===== config.mk =====
export PLATFORM = sky130hd
export DESIGN_NAME = x86_decoder
export DESIGN_NICKNAME = d
export VERILOG_FILES = /design/src/common/x86_isa_pkg.sv /design/src/common/dec_pkg.sv /design/src/decode/field_collector.sv /design/src/decode/modrm_decoder.sv /design/src/decode/opcode_classifier.sv /design/src/decode/record_resolver.sv /design/src/hw/x86_decoder.sv
export SDC_FILE = /design/constraint.sdc
export NUM_CORES = 1
export LEC_CHECK = 0
export ABC_AREA = 1
export BUFFER_PORTS_ARGS = -buffer_cell sky130_fd_sc_hd__buf_2
export CORE_ASPECT_RATIO = 0.8
export CORE_MARGIN = 2
export CORE_UTILIZATION = 45
export DETAILED_ROUTE_END_ITERATION = 6
export HOLD_SLACK_MARGIN = 0.06
export SLEW_MARGIN = 25
export SYNTH_ARGS = -nofsm -noshare
export SYNTH_HDL_FRONTEND = slang
export SYNTH_HIERARCHICAL = 1
export SYNTH_SLANG_ARGS = --single-unit

===== constraint.sdc =====
create_clock -name clk -period 15.79 [get_ports clk]
set_input_delay 2.3685 -clock clk [delete_from_list [all_inputs] [get_ports clk]]
set_output_delay 2.3685 -clock clk [all_outputs]
set_load 0.05 [all_outputs]

===== src/common/x86_isa_pkg.sv =====
package x86_isa_pkg;

    // address and data width of the stream
    localparam int ADDR_W      = 32;
    // start address bytes at the head of the stream, little-endian
    localparam int ADDR_BYTES  = 4;
    localparam int LEN_W       = 4;
    // operand and displacement size when not a byte form
    localparam int DWORD_BYTES = 4;

    // ALU ops first, their order follows opcode bits 5:3
    // inc, dec, push, pop follow as 8 to 11, matching opcode bits 4:3
    typedef enum logic [4:0] {
        OP_ADD,
        OP_OR,
        OP_ADC,
        OP_SBB,
        OP_AND,
        OP_SUB,
        OP_XOR,
        OP_CMP,
        OP_INC,
        OP_DEC,
        OP_PUSH,
        OP_POP,
        OP_MOV,
        OP_XCHG,
        OP_NOP,
        OP_CALL,
        OP_HLT,
        OP_BAD
    } opcode_e;

    // general registers in encoding order
    typedef enum logic [2:0] {
        EAX,
        ECX,
        EDX,
        EBX,
        ESP,
        EBP,
        ESI,
        EDI
    } gpr_e;

    // ALU operation from a 3-bit field, opcode bits 5:3 or ModR/M reg
    function automatic opcode_e alu_op(input logic [2:0] sel);
        return opcode_e'({2'b00, sel});
    endfunction

endpackage


===== src/common/dec_pkg.sv =====
package dec_pkg;

    typedef enum logic [2:0] {
        K_NONE,
        K_REG,
        K_MEM,
        K_ABS,
        K_IMM,
        K_REL
    } opnd_kind_e;

    // data is the displacement, absolute address, immediate or target
    typedef struct packed {
        opnd_kind_e                     kind;
        x86_isa_pkg::gpr_e              base;
        logic [x86_isa_pkg::ADDR_W-1:0] data;
    } operand_t;

    localparam operand_t OPND_NONE = '{kind: K_NONE, base: x86_isa_pkg::EAX, data: '0};

    // what the opcode byte alone tells about an instruction
    typedef struct packed {
        x86_isa_pkg::opcode_e opcode;
        logic                 has_modrm;
        logic [2:0]           imm_bytes;
        logic                 rm_is_dst;
        logic                 group_from_reg;
        operand_t             dst;
        operand_t             src;
    } opclass_t;

    // one decoded instruction
    typedef struct packed {
        logic [x86_isa_pkg::ADDR_W-1:0] addr;
        logic [x86_isa_pkg::LEN_W-1:0]  len;
        x86_isa_pkg::opcode_e           opcode;
        operand_t                       dst;
        operand_t                       src;
    } ins_rec_t;

endpackage


===== src/decode/field_collector.sv =====
`timescale 1ns/1ps

module field_collector (
    input  logic                 clk,
    input  logic                 i_arst_n,
    input  logic                 i_byte_valid,
    input  logic [7:0]           i_byte,
    output logic                 o_byte_ready,
    output logic [7:0]           o_opcode_byte,
    input  dec_pkg::opclass_t    i_class,
    output logic [7:0]           o_modrm,
    output dec_pkg::opclass_t    o_class,
    input  dec_pkg::operand_t    i_dst,
    input  dec_pkg::operand_t    i_src,
    input  logic                 i_needs_sib,
    input  logic [2:0]           i_disp_bytes,
    input  x86_isa_pkg::opcode_e i_mod_opcode,
    output logic                 o_rec_valid,
    output dec_pkg::ins_rec_t    o_rec,
    input  logic                 i_rec_ready
);
    import x86_isa_pkg::*;
    import dec_pkg::*;

    typedef enum logic [2:0] {
        ST_ADDR,
        ST_OPCODE,
        ST_MODRM,
        ST_DISP,
        ST_IMM,
        ST_HOLD
    } state_e;

    state_e            state;
    state_e            state_d;
    logic              ready_q;
    logic [1:0]        cnt;
    logic [1:0]        cnt_d;
    logic [2:0]        need;
    logic [2:0]        need_d;
    logic [LEN_W-1:0]  len;
    logic [LEN_W-1:0]  len_d;
    logic [ADDR_W-1:0] addr;
    logic [ADDR_W-1:0] addr_d;
    logic [ADDR_W-1:0] acc;
    logic [ADDR_W-1:0] value;
    opclass_t          cls;
    opcode_e           opcode;
    opcode_e           opcode_d;
    operand_t          dst;
    operand_t          dst_d;
    operand_t          src;
    operand_t          src_d;
    logic              byte_fire;
    logic              last;
    logic              done;
    logic              rec_fire;

    assign o_byte_ready  = ready_q;
    assign o_opcode_byte = i_byte;
    assign o_modrm       = i_byte;
    assign o_class       = cls;

    assign byte_fire = i_byte_valid && ready_q;
    // final byte of a displacement or immediate
    assign last = ({1'b0, cnt} == need - 3'd1);
    // little-endian field, sign-extended when only one byte long
    assign value = (need == 3'd1) ? {{(ADDR_W-8){i_byte[7]}}, i_byte}
                                  : {i_byte, acc[ADDR_W-1:8]};

    always_comb begin
        state_d  = state;
        cnt_d    = cnt;
        need_d   = need;
        len_d    = len;
        addr_d   = addr;
        opcode_d = opcode;
        dst_d    = dst;
        src_d    = src;
        done     = 1'b0;
        if (byte_fire) begin
            cnt_d = cnt + 2'd1;
            if (state != ST_ADDR) begin
                len_d = len + LEN_W'(1);
            end
            case (state)
                ST_ADDR: begin
                    addr_d = {i_byte, addr[ADDR_W-1:8]};
                    if (cnt == 2'(ADDR_BYTES - 1)) begin
                        state_d = ST_OPCODE;
                    end
                end
                ST_OPCODE: begin
                    opcode_d = i_class.opcode;
                    dst_d    = i_class.dst;
                    src_d    = i_class.src;
                    cnt_d    = '0;
                    need_d   = i_class.imm_bytes;
                    if (i_class.has_modrm) begin
                        state_d = ST_MODRM;
                    end else if (i_class.imm_bytes != 3'd0) begin
                        state_d = ST_IMM;
                    end else begin
                        done = 1'b1;
                    end
                end
                ST_MODRM: begin
                    opcode_d = i_mod_opcode;
                    dst_d    = i_dst;
                    src_d    = i_src;
                    cnt_d    = '0;
                    if (i_needs_sib) begin
                        opcode_d = OP_BAD;
                        dst_d    = OPND_NONE;
                        src_d    = OPND_NONE;
                        done     = 1'b1;
                    end else if (i_disp_bytes != 3'd0) begin
                        need_d  = i_disp_bytes;
                        state_d = ST_DISP;
                    end else if (cls.imm_bytes != 3'd0) begin
                        state_d = ST_IMM;
                    end else begin
                        done = 1'b1;
                    end
                end
                ST_DISP: begin
                    if (last) begin
                        cnt_d  = '0;
                        need_d = cls.imm_bytes;
                        // displacement belongs to whichever side is memory
                        if (dst.kind inside {K_MEM, K_ABS}) begin
                            dst_d.data = value;
                        end else begin
                            src_d.data = value;
                        end
                        if (cls.imm_bytes != 3'd0) begin
                            state_d = ST_IMM;
                        end else begin
                            done = 1'b1;
                        end
                    end
                end
                ST_IMM: begin
                    if (last) begin
                        // call keeps its rel32 in the destination
                        if (dst.kind == K_REL) begin
                            dst_d.data = value;
                        end else begin
                            src_d.data = value;
                        end
                        done = 1'b1;
                    end
                end
                default: begin
                    state_d = state;
                end
            endcase
        end
        if (done) begin
            state_d = i_rec_ready ? ST_OPCODE : ST_HOLD;
        end else if (state == ST_HOLD && i_rec_ready) begin
            state_d = ST_OPCODE;
        end
    end

    // record leaves on the same edge as its last byte, or later from hold
    assign o_rec_valid = done || (state == ST_HOLD);
    assign o_rec       = '{addr: addr, len: len_d, opcode: opcode_d, dst: dst_d, src: src_d};
    assign rec_fire    = o_rec_valid && i_rec_ready;

    always_ff @(posedge clk or negedge i_arst_n) begin
        if (!i_arst_n) begin
            state   <= ST_ADDR;
            ready_q <= 1'b0;
            cnt     <= '0;
            need    <= '0;
            len     <= '0;
        end else begin
            state   <= state_d;
            ready_q <= (state_d != ST_HOLD);
            cnt     <= cnt_d;
            need    <= need_d;
            len     <= rec_fire ? '0 : len_d;
        end
    end

    always_ff @(posedge clk) begin
        // next instruction starts right after the one just sent
        addr   <= rec_fire ? addr + ADDR_W'(len_d) : addr_d;
        opcode <= opcode_d;
        dst    <= dst_d;
        src    <= src_d;
        if (byte_fire) begin
            acc <= {i_byte, acc[ADDR_W-1:8]};
        end
        if (byte_fire && state == ST_OPCODE) begin
            cls <= i_class;
        end
    end

endmodule


===== src/decode/modrm_decoder.sv =====
`timescale 1ns/1ps

module modrm_decoder (
    input  logic [7:0]           i_modrm,
    input  dec_pkg::opclass_t    i_class,
    output dec_pkg::operand_t    o_dst,
    output dec_pkg::operand_t    o_src,
    output logic                 o_needs_sib,
    output logic [2:0]           o_disp_bytes,
    output x86_isa_pkg::opcode_e o_opcode
);
    import x86_isa_pkg::*;
    import dec_pkg::*;

    logic [1:0] md;
    logic [2:0] reg_f;
    logic [2:0] rm_f;
    operand_t   reg_opnd;
    operand_t   rm_opnd;

    assign md    = i_modrm[7:6];
    assign reg_f = i_modrm[5:3];
    assign rm_f  = i_modrm[2:0];

    assign reg_opnd = '{kind: K_REG, base: gpr_e'(reg_f), data: '0};

    // rm 100 with a memory mod selects a SIB byte
    assign o_needs_sib = (md != 2'b11) && (rm_f == 3'b100);

    // r/m operand, displacement is filled in by the collector
    always_comb begin
        rm_opnd      = '{kind: K_MEM, base: gpr_e'(rm_f), data: '0};
        o_disp_bytes = 3'd0;
        case (md)
            2'b00: begin
                if (rm_f == 3'b101) begin
                    // absolute disp32, no base register
                    rm_opnd.kind = K_ABS;
                    rm_opnd.base = EAX;
                    o_disp_bytes = 3'(DWORD_BYTES);
                end
            end
            2'b01: o_disp_bytes = 3'd1;
            2'b10: o_disp_bytes = 3'(DWORD_BYTES);
            default: rm_opnd.kind = K_REG;
        endcase
    end

    always_comb begin
        if (i_class.group_from_reg) begin
            o_opcode = alu_op(reg_f);
            o_dst    = rm_opnd;
            o_src    = '{kind: K_IMM, base: EAX, data: '0};
        end else begin
            o_opcode = i_class.opcode;
            o_dst    = i_class.rm_is_dst ? rm_opnd : reg_opnd;
            o_src    = i_class.rm_is_dst ? reg_opnd : rm_opnd;
        end
    end

endmodule


===== src/decode/opcode_classifier.sv =====
`timescale 1ns/1ps

module opcode_classifier (
    input  logic [7:0]        i_opcode,
    output dec_pkg::opclass_t o_class
);
    import x86_isa_pkg::*;
    import dec_pkg::*;

    // register named by the low three opcode bits
    operand_t low_reg;

    assign low_reg = '{kind: K_REG, base: gpr_e'(i_opcode[2:0]), data: '0};

    always_comb begin
        o_class = '{opcode: OP_BAD, has_modrm: 1'b0, imm_bytes: 3'd0, rm_is_dst: 1'b0,
                    group_from_reg: 1'b0, dst: OPND_NONE, src: OPND_NONE};
        casez (i_opcode)
            8'b00??_????: begin
                // low bits 6 and 7 are segment ops, bcd adjusts and prefixes
                if (i_opcode[2:1] != 2'b11) begin
                    o_class.opcode = alu_op(i_opcode[5:3]);
                    if (i_opcode[2]) begin
                        // accumulator with an immediate sized by bit 0
                        o_class.dst       = '{kind: K_REG, base: EAX, data: '0};
                        o_class.src       = '{kind: K_IMM, base: EAX, data: '0};
                        o_class.imm_bytes = i_opcode[0] ? 3'(DWORD_BYTES) : 3'd1;
                    end else begin
                        // bit 1 set means reg is the destination
                        o_class.has_modrm = 1'b1;
                        o_class.rm_is_dst = ~i_opcode[1];
                    end
                end
            end
            8'b010?_????: begin
                o_class.opcode = opcode_e'({3'b010, i_opcode[4:3]});
                o_class.dst    = low_reg;
            end
            8'b1000_00??: begin
                // real operation comes later from the reg field
                o_class.opcode         = OP_ADD;
                o_class.has_modrm      = 1'b1;
                o_class.rm_is_dst      = 1'b1;
                o_class.group_from_reg = 1'b1;
                // only 81 carries a full imm32 and 83 sign-extends an imm8
                o_class.imm_bytes = (i_opcode[1:0] == 2'b01) ? 3'(DWORD_BYTES) : 3'd1;
            end
            8'b1000_10??: begin
                o_class.opcode    = OP_MOV;
                o_class.has_modrm = 1'b1;
                o_class.rm_is_dst = ~i_opcode[1];
            end
            8'b1001_0???: begin
                if (i_opcode[2:0] == 3'd0) begin
                    o_class.opcode = OP_NOP;
                end else begin
                    o_class.opcode = OP_XCHG;
                    o_class.dst    = low_reg;
                    o_class.src    = '{kind: K_REG, base: EAX, data: '0};
                end
            end
            8'he8: begin
                // rel32 lands in the destination and is fixed up in the resolver
                o_class.opcode    = OP_CALL;
                o_class.dst       = '{kind: K_REL, base: EAX, data: '0};
                o_class.imm_bytes = 3'(DWORD_BYTES);
            end
            8'hf4: begin
                o_class.opcode = OP_HLT;
            end
            default: begin
                o_class.opcode = OP_BAD;
            end
        endcase
    end

endmodule


===== src/decode/record_resolver.sv =====
`timescale 1ns/1ps

module record_resolver (
    input  logic              clk,
    input  logic              i_arst_n,
    input  logic              i_rec_valid,
    input  dec_pkg::ins_rec_t i_rec,
    output logic              o_rec_ready,
    output logic              o_ins_valid,
    output dec_pkg::ins_rec_t o_ins,
    input  logic              i_ins_ready
);
    import x86_isa_pkg::*;
    import dec_pkg::*;

    logic     valid_q;
    logic     load;
    ins_rec_t fixed;

    // relative target is measured from the end of the instruction
    function automatic operand_t fix_rel(input operand_t op, input ins_rec_t rec);
        operand_t res;
        res = op;
        if (op.kind == K_REL) begin
            res.data = op.data + rec.addr + ADDR_W'(rec.len);
        end
        return res;
    endfunction

    // free when empty or emptied this cycle
    assign o_rec_ready = !valid_q || i_ins_ready;
    assign load        = i_rec_valid && o_rec_ready;
    assign o_ins_valid = valid_q;

    always_comb begin
        fixed     = i_rec;
        fixed.dst = fix_rel(i_rec.dst, i_rec);
        fixed.src = fix_rel(i_rec.src, i_rec);
    end

    always_ff @(posedge clk or negedge i_arst_n) begin
        if (!i_arst_n) begin
            valid_q <= 1'b0;
        end else if (load) begin
            valid_q <= 1'b1;
        end else if (i_ins_ready) begin
            valid_q <= 1'b0;
        end
    end

    always_ff @(posedge clk) begin
        if (load) begin
            o_ins <= fixed;
        end
    end

endmodule


===== src/hw/x86_decoder.sv =====
`timescale 1ns/1ps

module x86_decoder (
    input  logic              clk,
    input  logic              i_arst_n,
    input  logic              i_byte_valid,
    input  logic [7:0]        i_byte,
    output logic              o_byte_ready,
    output logic              o_ins_valid,
    output dec_pkg::ins_rec_t o_ins,
    input  logic              i_ins_ready
);
    import x86_isa_pkg::*;
    import dec_pkg::*;

    logic [7:0] opcode_byte;
    logic [7:0] modrm_byte;
    opclass_t   byte_class;
    opclass_t   latched_class;
    operand_t   mod_dst;
    operand_t   mod_src;
    logic       needs_sib;
    logic [2:0] disp_bytes;
    opcode_e    mod_opcode;
    logic       rec_valid;
    logic       rec_ready;
    ins_rec_t   rec;

    field_collector u_collector (
        .clk          (clk),
        .i_arst_n     (i_arst_n),
        .i_byte_valid (i_byte_valid),
        .i_byte       (i_byte),
        .o_byte_ready (o_byte_ready),
        .o_opcode_byte(opcode_byte),
        .i_class      (byte_class),
        .o_modrm      (modrm_byte),
        .o_class      (latched_class),
        .i_dst        (mod_dst),
        .i_src        (mod_src),
        .i_needs_sib  (needs_sib),
        .i_disp_bytes (disp_bytes),
        .i_mod_opcode (mod_opcode),
        .o_rec_valid  (rec_valid),
        .o_rec        (rec),
        .i_rec_ready  (rec_ready)
    );

    opcode_classifier u_classifier (
        .i_opcode(opcode_byte),
        .o_class (byte_class)
    );

    modrm_decoder u_modrm (
        .i_modrm     (modrm_byte),
        .i_class     (latched_class),
        .o_dst       (mod_dst),
        .o_src       (mod_src),
        .o_needs_sib (needs_sib),
        .o_disp_bytes(disp_bytes),
        .o_opcode    (mod_opcode)
    );

    record_resolver u_resolver (
        .clk        (clk),
        .i_arst_n   (i_arst_n),
        .i_rec_valid(rec_valid),
        .i_rec      (rec),
        .o_rec_ready(rec_ready),
        .o_ins_valid(o_ins_valid),
        .o_ins      (o_ins),
        .i_ins_ready(i_ins_ready)
    );

endmodule


==> metrics.yaml, run 1 <==
status: "completed"
p_sw_w: 0.0005369
path_common_cell: "nand2_1"
hold_end: "u_collector/acc[15]"
post_drt_wl_per_cell_um: 17.90
worst_ir_drop_vdd_v: 0.00007436
max_freq_ghz: 0.1516
final-max-slew-violation-count: 0
cp_top_family: "buffers and inverters"
reg2reg_to: "u_resolver/o_ins[67]"
crit_arrival_ns: 6.90
syn_area_per_cell_um2: 6.891
p_int_w: 0.001360
cts_resized: 0
drc: 0
dp_hpwl_mm: 50.51
antenna_found_initial: 0
final.setup.tns_ns: 0
crit_path_end_kind: "flip-flop"
wl_mm: 68.72
initial_utilization_pct: 45.59
cts_tree: "built"
path_clk_slew_ns: 0.06
p_seq_share_pct: 41.5
cts_max_level: 2
area_delta_synth_final_pct: 7.785
grt_pass1_vias: 18121
holdBufCountCts: 0
r2r_start: "u_collector/state[0]"
avgViaCountPerCell: 5.133
hold_viol: 0
ant_nets: 0
r2r_slack_ns: 10.49
die-area_um2: 49380
r2r_cells: 27
grt_max_degree: 67
hp-start: "u_collector/acc[23]"
port_buffers: 130
cts_root_buffer: "clkbuf_16"
diodes: 0
design.core.area_um2: 46990
grt-ovfl-total: 0
crit_start: "i_byte_valid"
cts_sinks: 278
hold_path_class: "flip-flop to flip-flop"
worst_slack_ns: 9.195
fin_worst_skew_ns: 0.01343
clock_path_buffers: 3
syn_area_um2: 21420
holdWs_ns: 0.4450
p_leak_nw: 11.89
route.vias.total: 19712
critical_path.max_stage_delay_ns: 0.60
yosysWarnings: 6
required_ns: 16.10
insertion_delay_ns: 0.55
p_comb_share_pct: 15.6
rsz0062_at_grt: "false"
cp_slowest_cell: "buf_4"
fin_crit_ns: 6.595
switching_share_pct: 28.30
drive_gt1_share_pct: 8.292
ios: 131
relSlewSlack_pct: 30.45
post-cts-setup-buffers: 0
grt_usage_pct: 27.92
whs_path_depth: 0
cp-start-kind: "primary input"
worstMarginPinSlew_ns: 1.039
synth_cells: 3109
pre_cts_slack_ns: 8.733
gp_congestion: 0.9670
nNetsFinal: 3340
path_buf_inv: 9
rows: 71
drtIter0Drc: 2133
cp_max_fo: 65
cts_buffers: 34
period_share_pct: 41.77
grt_pass1_wl_mm: 105.3
power.density_nw_per_um2: 82.14
worstSetupPathType: "primary input to flip-flop"
clkPwrFrac_pct: 42.9
die_width_um: 248.0
firstDrtPassIters: 5
die_h_um: 199.2
setup_viol: 0
cap_violations: 0
## metal layers
layer	vias to the layer above	global-route usage [%]	share of wire (%)
met3	84	4.418	8.0
met1	9147	41.86	48
li1	9744	-	-
met4	0	7.363	2.0
met5	-	0	0
met2	737	41.40	42
## worst reg2reg max path, cell delays in order (launching register included)
cell and delay [ns]:
dfrtp_1 0.44, inv_2 0.09, nand2_2 0.14, nor2_1 0.10, nor2_4 0.17, inv_2 0.07
a21oi_4 0.10, buf_4 0.60, inv_2 0.68, nand2_1 0.19, inv_1 0.05, nor2_1 0.16
inv_1 0.09, fa_1 0.42, inv_1 0.07, ha_1 0.20, inv_1 0.08, fa_1 0.45
inv_1 0.11, nand3_1 0.07, nand3_1 0.17, nand3_1 0.10, nand3_1 0.15, nand2_1 0.11
nand2_1 0.08, nand2_1 0.05, nand3_1 0.06, nand2_1 0.05
## placed cells by master, fill, tap and decap left out, types with 67 or more instances in the layout
| cell | n |
|---|---|
| nand2_1 | 1195 |
| inv_1 | 394 |
| nand3_1 | 248 |
| nor2_1 | 243 |
| edfxtp_1 | 183 |
| conb_1 | 136 |
| buf_2 | 130 |
| ha_1 | 122 |
| dfxtp_1 | 81 |
| o21ai_0 | 67 |
## registers in the layout, indices dropped and copies added (netlist names), 3 cells and up
| register | flops |
|---|---|
| u_resolver/o_ins | 117 |
| u_collector/dst | 38 |
| u_collector/src | 38 |
| u_collector/addr | 32 |
| u_collector/acc | 24 |
| u_collector/o_class | 10 |
| u_collector/opcode | 5 |
| u_collector/len | 4 |
| u_collector/need | 3 |
| u_collector/state | 3 |
## layout make-up
class	count	area [um^2]
clock inverter	13	150.1
fill	4787	23900
multi-input combinational	2321	11380
timing repair buffer	150	800.8
sequential	278	7467
clock buffer	48	977.2
inverter	410	1541
tap	620	775.7
## power by group through the flow
stage	Clock (W)	Combinational, W	Sequential, W
4_1_cts	0.000832	0.000290	0.000788
5_1_grt	0.000860	0.000332	0.000789
3_5_place_dp	0	0.000288	0.000803
3_3_place_gp	0	0.000284	0.000803
6_report	0.000813	0.000296	0.000788
2_1_floorplan	0	0.000231	0.000801
## worst max path at each step
stage | endpoint | depth (start not counted) | slack (ns)
final | u_resolver/o_ins[67] | 26 | 9.19
after global routing | u_resolver/o_ins[21] | 26 | 8.87
after CTS | u_resolver/o_ins[67] | 26 | 9.32
after detailed placement | u_resolver/o_ins[67] | 26 | 8.73
after global placement | u_resolver/o_ins[29] | 26 | 8.79
after floorplan | u_resolver/o_ins[0] | 13 | 5.77
## stage by stage
step           util, %  total power [W]  std cells  area [um^2]
2_1_floorplan        -         0.001032       3243        21930
3_3_place_gp     46.72         0.001087       3779        21960
3_5_place_dp     46.72         0.001091       3779        21960
4_1_cts          49.12         0.001910       3840        23080
5_1_grt          49.14         0.001980       3840        23090
6_report         49.14         0.001897       3840        23090
(Power assumes the default switching activity.)
==> run 2, diff against run 1 <==
==> constraint.sdc (replaced) <==
create_clock -name clk -period 5.6 [get_ports clk]
set_input_delay 0.84 -clock clk [delete_from_list [all_inputs] [get_ports clk]]
set_output_delay 0.84 -clock clk [all_outputs]
set_load 0.05 [all_outputs]
==> run 2 against run 1 <==
The run now ends with design-rule violations left. Design area increased by 0.84%. Core utilization increased by 0.41 points. Via count increased by 0.34%. Flip-flop and latch count unchanged. Non-clock buffer count increased by 30. Hold slack got worse by 0.31 ns. Total power increased to 2.8 times the previous value. Critical endpoint is now u_resolver/o_ins[21].
==> metrics.yaml, run 2 (same netlist as run 1, synthesis figures left out) <==
ant_nets: 0  # unchanged
drc: 5  # +5
critical_path.max_stage_delay_ns: 0.46  # -0.14 ns
largest_register: "u_resolver/o_ins"
port_buffers: 130  # unchanged
grt_pass1_vias: 18263  # +0.78%
relSlewSlack_pct: 45.78  # +15 points
post-cts-setup-buffers: 0  # unchanged
r2r_start: "u_collector/need[0]"
grt_usage_pct: 28.23  # +0.31 points
clock_path_buffers: 3  # unchanged
grt_max_degree: 66  # -1.5%
cp_slowest_cell: "fa_1"
holdBufCountCts: 0  # unchanged
use_met1_pct: 41.65  # -0.21 points
cp-start-kind: "flip-flop"
cts_max_level: 1  # -1
cts_root_buffer: "clkbuf_16"
hold_viol: 0  # unchanged
path_clk_slew_ns: 0.06  # about the same
cts_buffers: 31  # -8.8%
antenna_found_initial: 5  # +5
route.vias.total: 19780  # +0.34%
diodes: 0  # unchanged
initial_utilization_pct: 45.59  # unchanged
largest_reg_flops: 117  # unchanged
grt_pass1_wl_mm: 105.8  # +0.53%
grt.met2_usage_pct: 40.92  # -0.48 points
mostFrequentLayoutCells: "nand2_1, inv_1, nand3_1, nor2_1, edfxtp_1"
status: "finished with violations"
area_delta_synth_final_pct: 8.690
required_ns: 5.94  # -10.16 ns
drtIter0Drc: 2071  # -2.9%
fin_crit_ns: 5.027
grt-ovfl-total: 0  # unchanged
worstMarginPinSlew_ns: 0.8132  # -0.2261 ns
cap_violations: 0  # unchanged
design.core.area_um2: 46990  # unchanged
crit_arrival_ns: 5.36  # -1.54 ns
gr-max-usage-layer: "met1"
cp_max_fo: 15  # -77%
worstSetupPathType: "flip-flop to flip-flop"
gp_congestion: 0.9850  # +1.9%
crit_start: "u_collector/need[0]"
period_share_pct: 89.76
grt_use_met3_pct: 5.748  # +1.3 points
die-area_um2: 49380  # unchanged
largestRegisters: "u_resolver/o_ins: 117 flops, u_collector/dst: 38 flops, u_collector/src: 38 flops"
wl_mm: 69.85  # +1.6%
violations: "design-rule violations"
ios: 131  # unchanged
cts_tree: "built"
final.setup.tns_ns: 0  # unchanged
dp_hpwl_mm: 52.50  # +4.0%
rows: 71  # unchanged
design_area_um2: 23290  # +0.84%
path_common_cell: "nand2_1"
placed_area_um2: 22210  # +1.1%
fin_worst_skew_ns: 0.01691  # +0.003474 ns
setup_viol: 0  # unchanged
power.density_nw_per_um2: 227.5  # +180%
firstDrtPassIters: 7  # +2
final_common_cell: "nand2_1"
crit_path_end_kind: "flip-flop"
r2r_cells: 29  # +7.4%
r2r_slack_ns: 0.57  # -9.92 ns
final-max-slew-violation-count: 0  # unchanged
die_width_um: 248.0  # unchanged
insertion_delay_ns: 0.59  # +0.04 ns
worst_ir_drop_vdd_v: 0.0002394  # +220%
p_leak_nw: 11.98  # +0.76%
max_freq_ghz: 0.1989
rsz0062_at_grt: "false"
drive_gt1_share_pct: 9.119  # +0.83 points
hold_path_class: "primary input to async pin"
cts_sinks: 278  # unchanged
cts_resized: 0  # unchanged
avgViaCountPerCell: 5.116  # -0.33%
post_drt_wl_per_cell_um: 18.07  # +0.96%
nNetsFinal: 3367  # +0.81%
die_h_um: 199.2  # unchanged
run 2: cell types whose count changed in the layout (fill, tap and decap cells not counted), sizes merged:
| cell | previous run | this run |
|---|---|---|
| buf | 150 | 180 |
| bufinv | 3 | 6 |
| clkbuf | 48 | 35 |
| clkinvlp | 0 | 5 |
| inv | 410 | 411 |
run 2: power breakdown:
group / internal [W] / switching (W) / leakage [nW] / total, W
Sequential: 0.00220 / 0.0000186 / 2.26 / 0.00222
Clock: 0.00130 / 0.000909 / 0.511 / 0.00221
Combinational: 0.000279 / 0.000591 / 9.22 / 0.000870
Total: 0.00378 / 0.00152 / 12.0 / 0.00530
run 2: critical path: cells and delay by family (launching register included):
| family | cells | cell delay, ns |
|---|---|---|
| flops | 1 | 0.42 |
| buf+inv | 6 | 0.51 |
| fa+ha+maj | 4 | 1.43 |
| simple gates | 19 | 2.39 |
run 2: worst paths after layout:
check | endpoint
worst min-delay path | u_collector/len[3]
worst max-delay path | u_resolver/o_ins[21]
min in group clk | u_collector/acc[14]
worst min register to register | u_collector/acc[14]
max in group asynchronous | u_collector/state[1]
worst max register to register | u_resolver/o_ins[21]
run 2: through the flow:
| step | power, W | cells | util (%) | hold slack, ns | worst slack (ns) |
|---|---|---|---|---|---|
| 2_1_floorplan | 0.002911 | 3243 | - | 0.4208 | 1.023 |
| 3_3_place_gp | 0.003094 | 3809 | 47.26 | 0.4257 | 0.5863 |
| 3_5_place_dp | 0.003108 | 3809 | 47.26 | 0.4272 | 0.5824 |
| 4_1_cts | 0.005314 | 3866 | 49.55 | 0.1295 | 0.6345 |
| 5_1_grt | 0.005512 | 3866 | 49.55 | 0.1566 | 0.1801 |
| 6_report | 0.005297 | 3866 | 49.55 | 0.1397 | 0.5734 |
run 2: routing by layer:
layer / wire (um) / part of all wire, %
met4: 2427 / 3.5
met1: 32940 / 47
met3: 6334 / 9.1
met5: 0 / 0
met2: 28150 / 40
run 2: final cells by class:
cell class | count | area [um^2]
flip-flops and latches | 278 | 7467
well taps | 620 | 775.7
clock buffers | 35 | 790.8
fillers | 4759 | 23710
repair buffers | 180 | 1051
multi-input cells | 2321 | 11370
clock inverters | 22 | 287.8
inverters | 410 | 1541
==> run 3, diff against run 2 <==
==> constraint.sdc (replaced) <==
create_clock -name clk -period 6.15 [get_ports clk]
set_input_delay 0.9225 -clock clk [delete_from_list [all_inputs] [get_ports clk]]
set_output_delay 0.9225 -clock clk [all_outputs]
set_load 0.05 [all_outputs]
==> run 3 against run 2 <==
The run now ends clean. Flip-flop and latch count stayed put. Non-clock buffer count is 15 lower. Clock-buffer cell count is 12 higher. Clock power is 9% lower. Combinational power is 11% lower. Clock skew hardly changed. Sequential power is 9.0% lower. Setup slack better by 0.45 ns. Sequential share of layout area is 0.15 points higher. Total power is 9.1% lower. Global-route usage is 0.12 points higher. Register-to-register slack better by 0.45 ns. Critical endpoint is now u_resolver/o_ins[59]. Highest routed layer unchanged.
==> metrics.yaml, run 3 (same netlist as run 1, synthesis figures left out) <==
status: "completed"
ff_latch_area_um2: 7467  # unchanged
cp-start-kind: "flip-flop"
firstDrtPassIters: 7  # unchanged
port_buffers: 130  # unchanged
initial_utilization_pct: 45.59  # unchanged
cts_sinks: 278  # unchanged
grt_pass1_vias: 18009  # -1.4%
worstMarginPinSlew_ns: 0.8952  # +0.08193 ns
period_share_pct: 83.29  # -6.5 points
multi_input_area_um2: 11380  # about the same
cts_buffers: 34  # +9.7%
worstSetupPathType: "flip-flop to flip-flop"
crit_arrival_ns: 5.41  # +0.05 ns
path_buf_inv: 6  # unchanged
largest_register: "u_resolver/o_ins"
cts_root_buffer: "clkbuf_16"
post_drt_wl_per_cell_um: 18.11  # +0.24%
max_freq_ghz: 0.1952  # -1.9%
mostFrequentLayoutCells: "nand2_1, inv_1, nand3_1, nor2_1, edfxtp_1"
worst_ir_drop_vdd_v: 0.0001879  # -21%
largestRegisters: "u_resolver/o_ins: 117 flops, u_collector/dst: 38 flops, u_collector/src: 38 flops"
critical_path.max_stage_delay_ns: 0.54  # +0.08 ns
route.vias.total: 19864  # +0.42%
largest_reg_flops: 117  # unchanged
rows: 71  # unchanged
post-cts-setup-buffers: 0  # unchanged
ios: 131  # unchanged
hold_viol: 0  # unchanged
p_leak_nw: 11.93  # -0.42%
drtIter0Drc: 2137  # +3.2%
rsz0062_at_grt: "false"
die-area_um2: 49380  # unchanged
design.core.area_um2: 46990  # unchanged
cp_slowest_cell: "fa_1"
holdBufCountCts: 0  # unchanged
cp_max_fo: 9  # -6
ant_nets: 0  # unchanged
drc: 0  # -5
cap_violations: 0  # unchanged
clock_path_buffers: 3  # unchanged
die_h_um: 199.2  # unchanged
design_area_um2: 23180  # -0.45%
dp_hpwl_mm: 51.68  # -1.6%
insertion_delay_ns: 0.55  # -0.04 ns
power.density_nw_per_um2: 207.6  # -8.7%
cp_top_family: "simple AND/OR/NAND/NOR gates"
cts_max_level: 2  # +1
crit_path_end_kind: "flip-flop"
placed_area_um2: 22080  # -0.56%
fin_worst_skew_ns: 0.01728  # +0.0003700 ns
wl_mm: 69.86  # about the same
fin_crit_ns: 5.123  # +0.09606 ns
cts_tree: "built"
avgViaCountPerCell: 5.150  # +0.66%
final-max-slew-violation-count: 0  # unchanged
grt_usage_pct: 28.34  # +0.12 points
grt_pass1_wl_mm: 105.9  # about the same
nNetsFinal: 3355  # -0.36%
relSlewSlack_pct: 39.95  # -5.8 points
cts_resized: 0  # unchanged
die_width_um: 248.0  # unchanged
final_common_cell: "nand2_1"
grt_max_degree: 118  # +79%
final.setup.tns_ns: 0  # unchanged
gp_congestion: 0.9826  # -0.24%
antenna_found_initial: 3  # -2
required_ns: 6.44  # +0.50 ns
area_delta_synth_final_pct: 8.200
drive_gt1_share_pct: 8.653  # -0.47 points
hold_path_class: "primary input to async pin"
fillers: 4814  # +1.2%
path_clk_slew_ns: 0.06  # about the same
grt-ovfl-total: 0  # unchanged
setup_viol: 0  # unchanged
-- run 3: cell type report --
cell class	count	share of cell area, %
Antenna cell	1	0.01080
Clock buffer	47	4.054
Clock inverter	15	0.6423
Inverter	410	6.650
Multi-Input combinational cell	2321	49.09
Sequential cell	278	32.21
Tap cell	620	3.346
Timing Repair Buffer	165	3.994
-- run 3: where the power goes --
group | internal (W) | switching [W] | total (W)
logic | 0.000245 | 0.000529 | 0.000773
registers | 0.00201 | 0.0000164 | 0.00202
clock network | 0.00116 | 0.000853 | 0.00202
-- run 3: worst paths after layout --
check	from	endpoint	slack [ns]	cells after the start
min reg2reg	u_collector/acc[21]	u_collector/acc[13]	0.44	0
min in group clk	u_collector/acc[21]	u_collector/acc[13]	0.44	0
max in group asynchronous	i_arst_n	u_collector/cnt[0]	5.66	1
min	i_arst_n	u_collector/state[2]	0.25	1
max reg2reg	u_collector/need[1]	u_resolver/o_ins[59]	1.03	26
max	u_collector/need[1]	u_resolver/o_ins[59]	1.03	26
-- run 3: worst reg2reg max path, delay by kind of cell, from the launching register on --
kind            cells  cell delay, ns
simple gates       15            1.97
fa+ha+maj           4            1.35
buf+inv             6            0.80
flops               1            0.38
compound gates      1            0.34
-- run 3: per-stage QoR --
stage | hold WS (ns) | utilization (%) | worst slack [ns] | instances | total power (W)
2_1_floorplan | 0.4208 | - | 0.2269 | 3243 | 0.002651
6_report | 0.2522 | 49.33 | 1.027 | 3857 | 0.004813
3_5_place_dp | 0.4304 | 46.99 | 0.9020 | 3794 | 0.002815
3_3_place_gp | 0.4255 | 46.99 | 0.9513 | 3794 | 0.002808
5_1_grt | 0.2620 | 49.32 | 0.6574 | 3856 | 0.005018
4_1_cts | 0.2352 | 49.31 | 1.109 | 3856 | 0.004845
-- run 3: per-layer routing --
layer  part of all wire (%)  up-vias  routed length (um)  track usage (%)
li1                       -     9782                   -                -
met1                     48     9151               33560            42.86
met2                     41      818               28660            41.51
met3                    8.3      113                5821            4.096
met4                    2.6        0                1825            8.272
met5                      0        -                   0                0
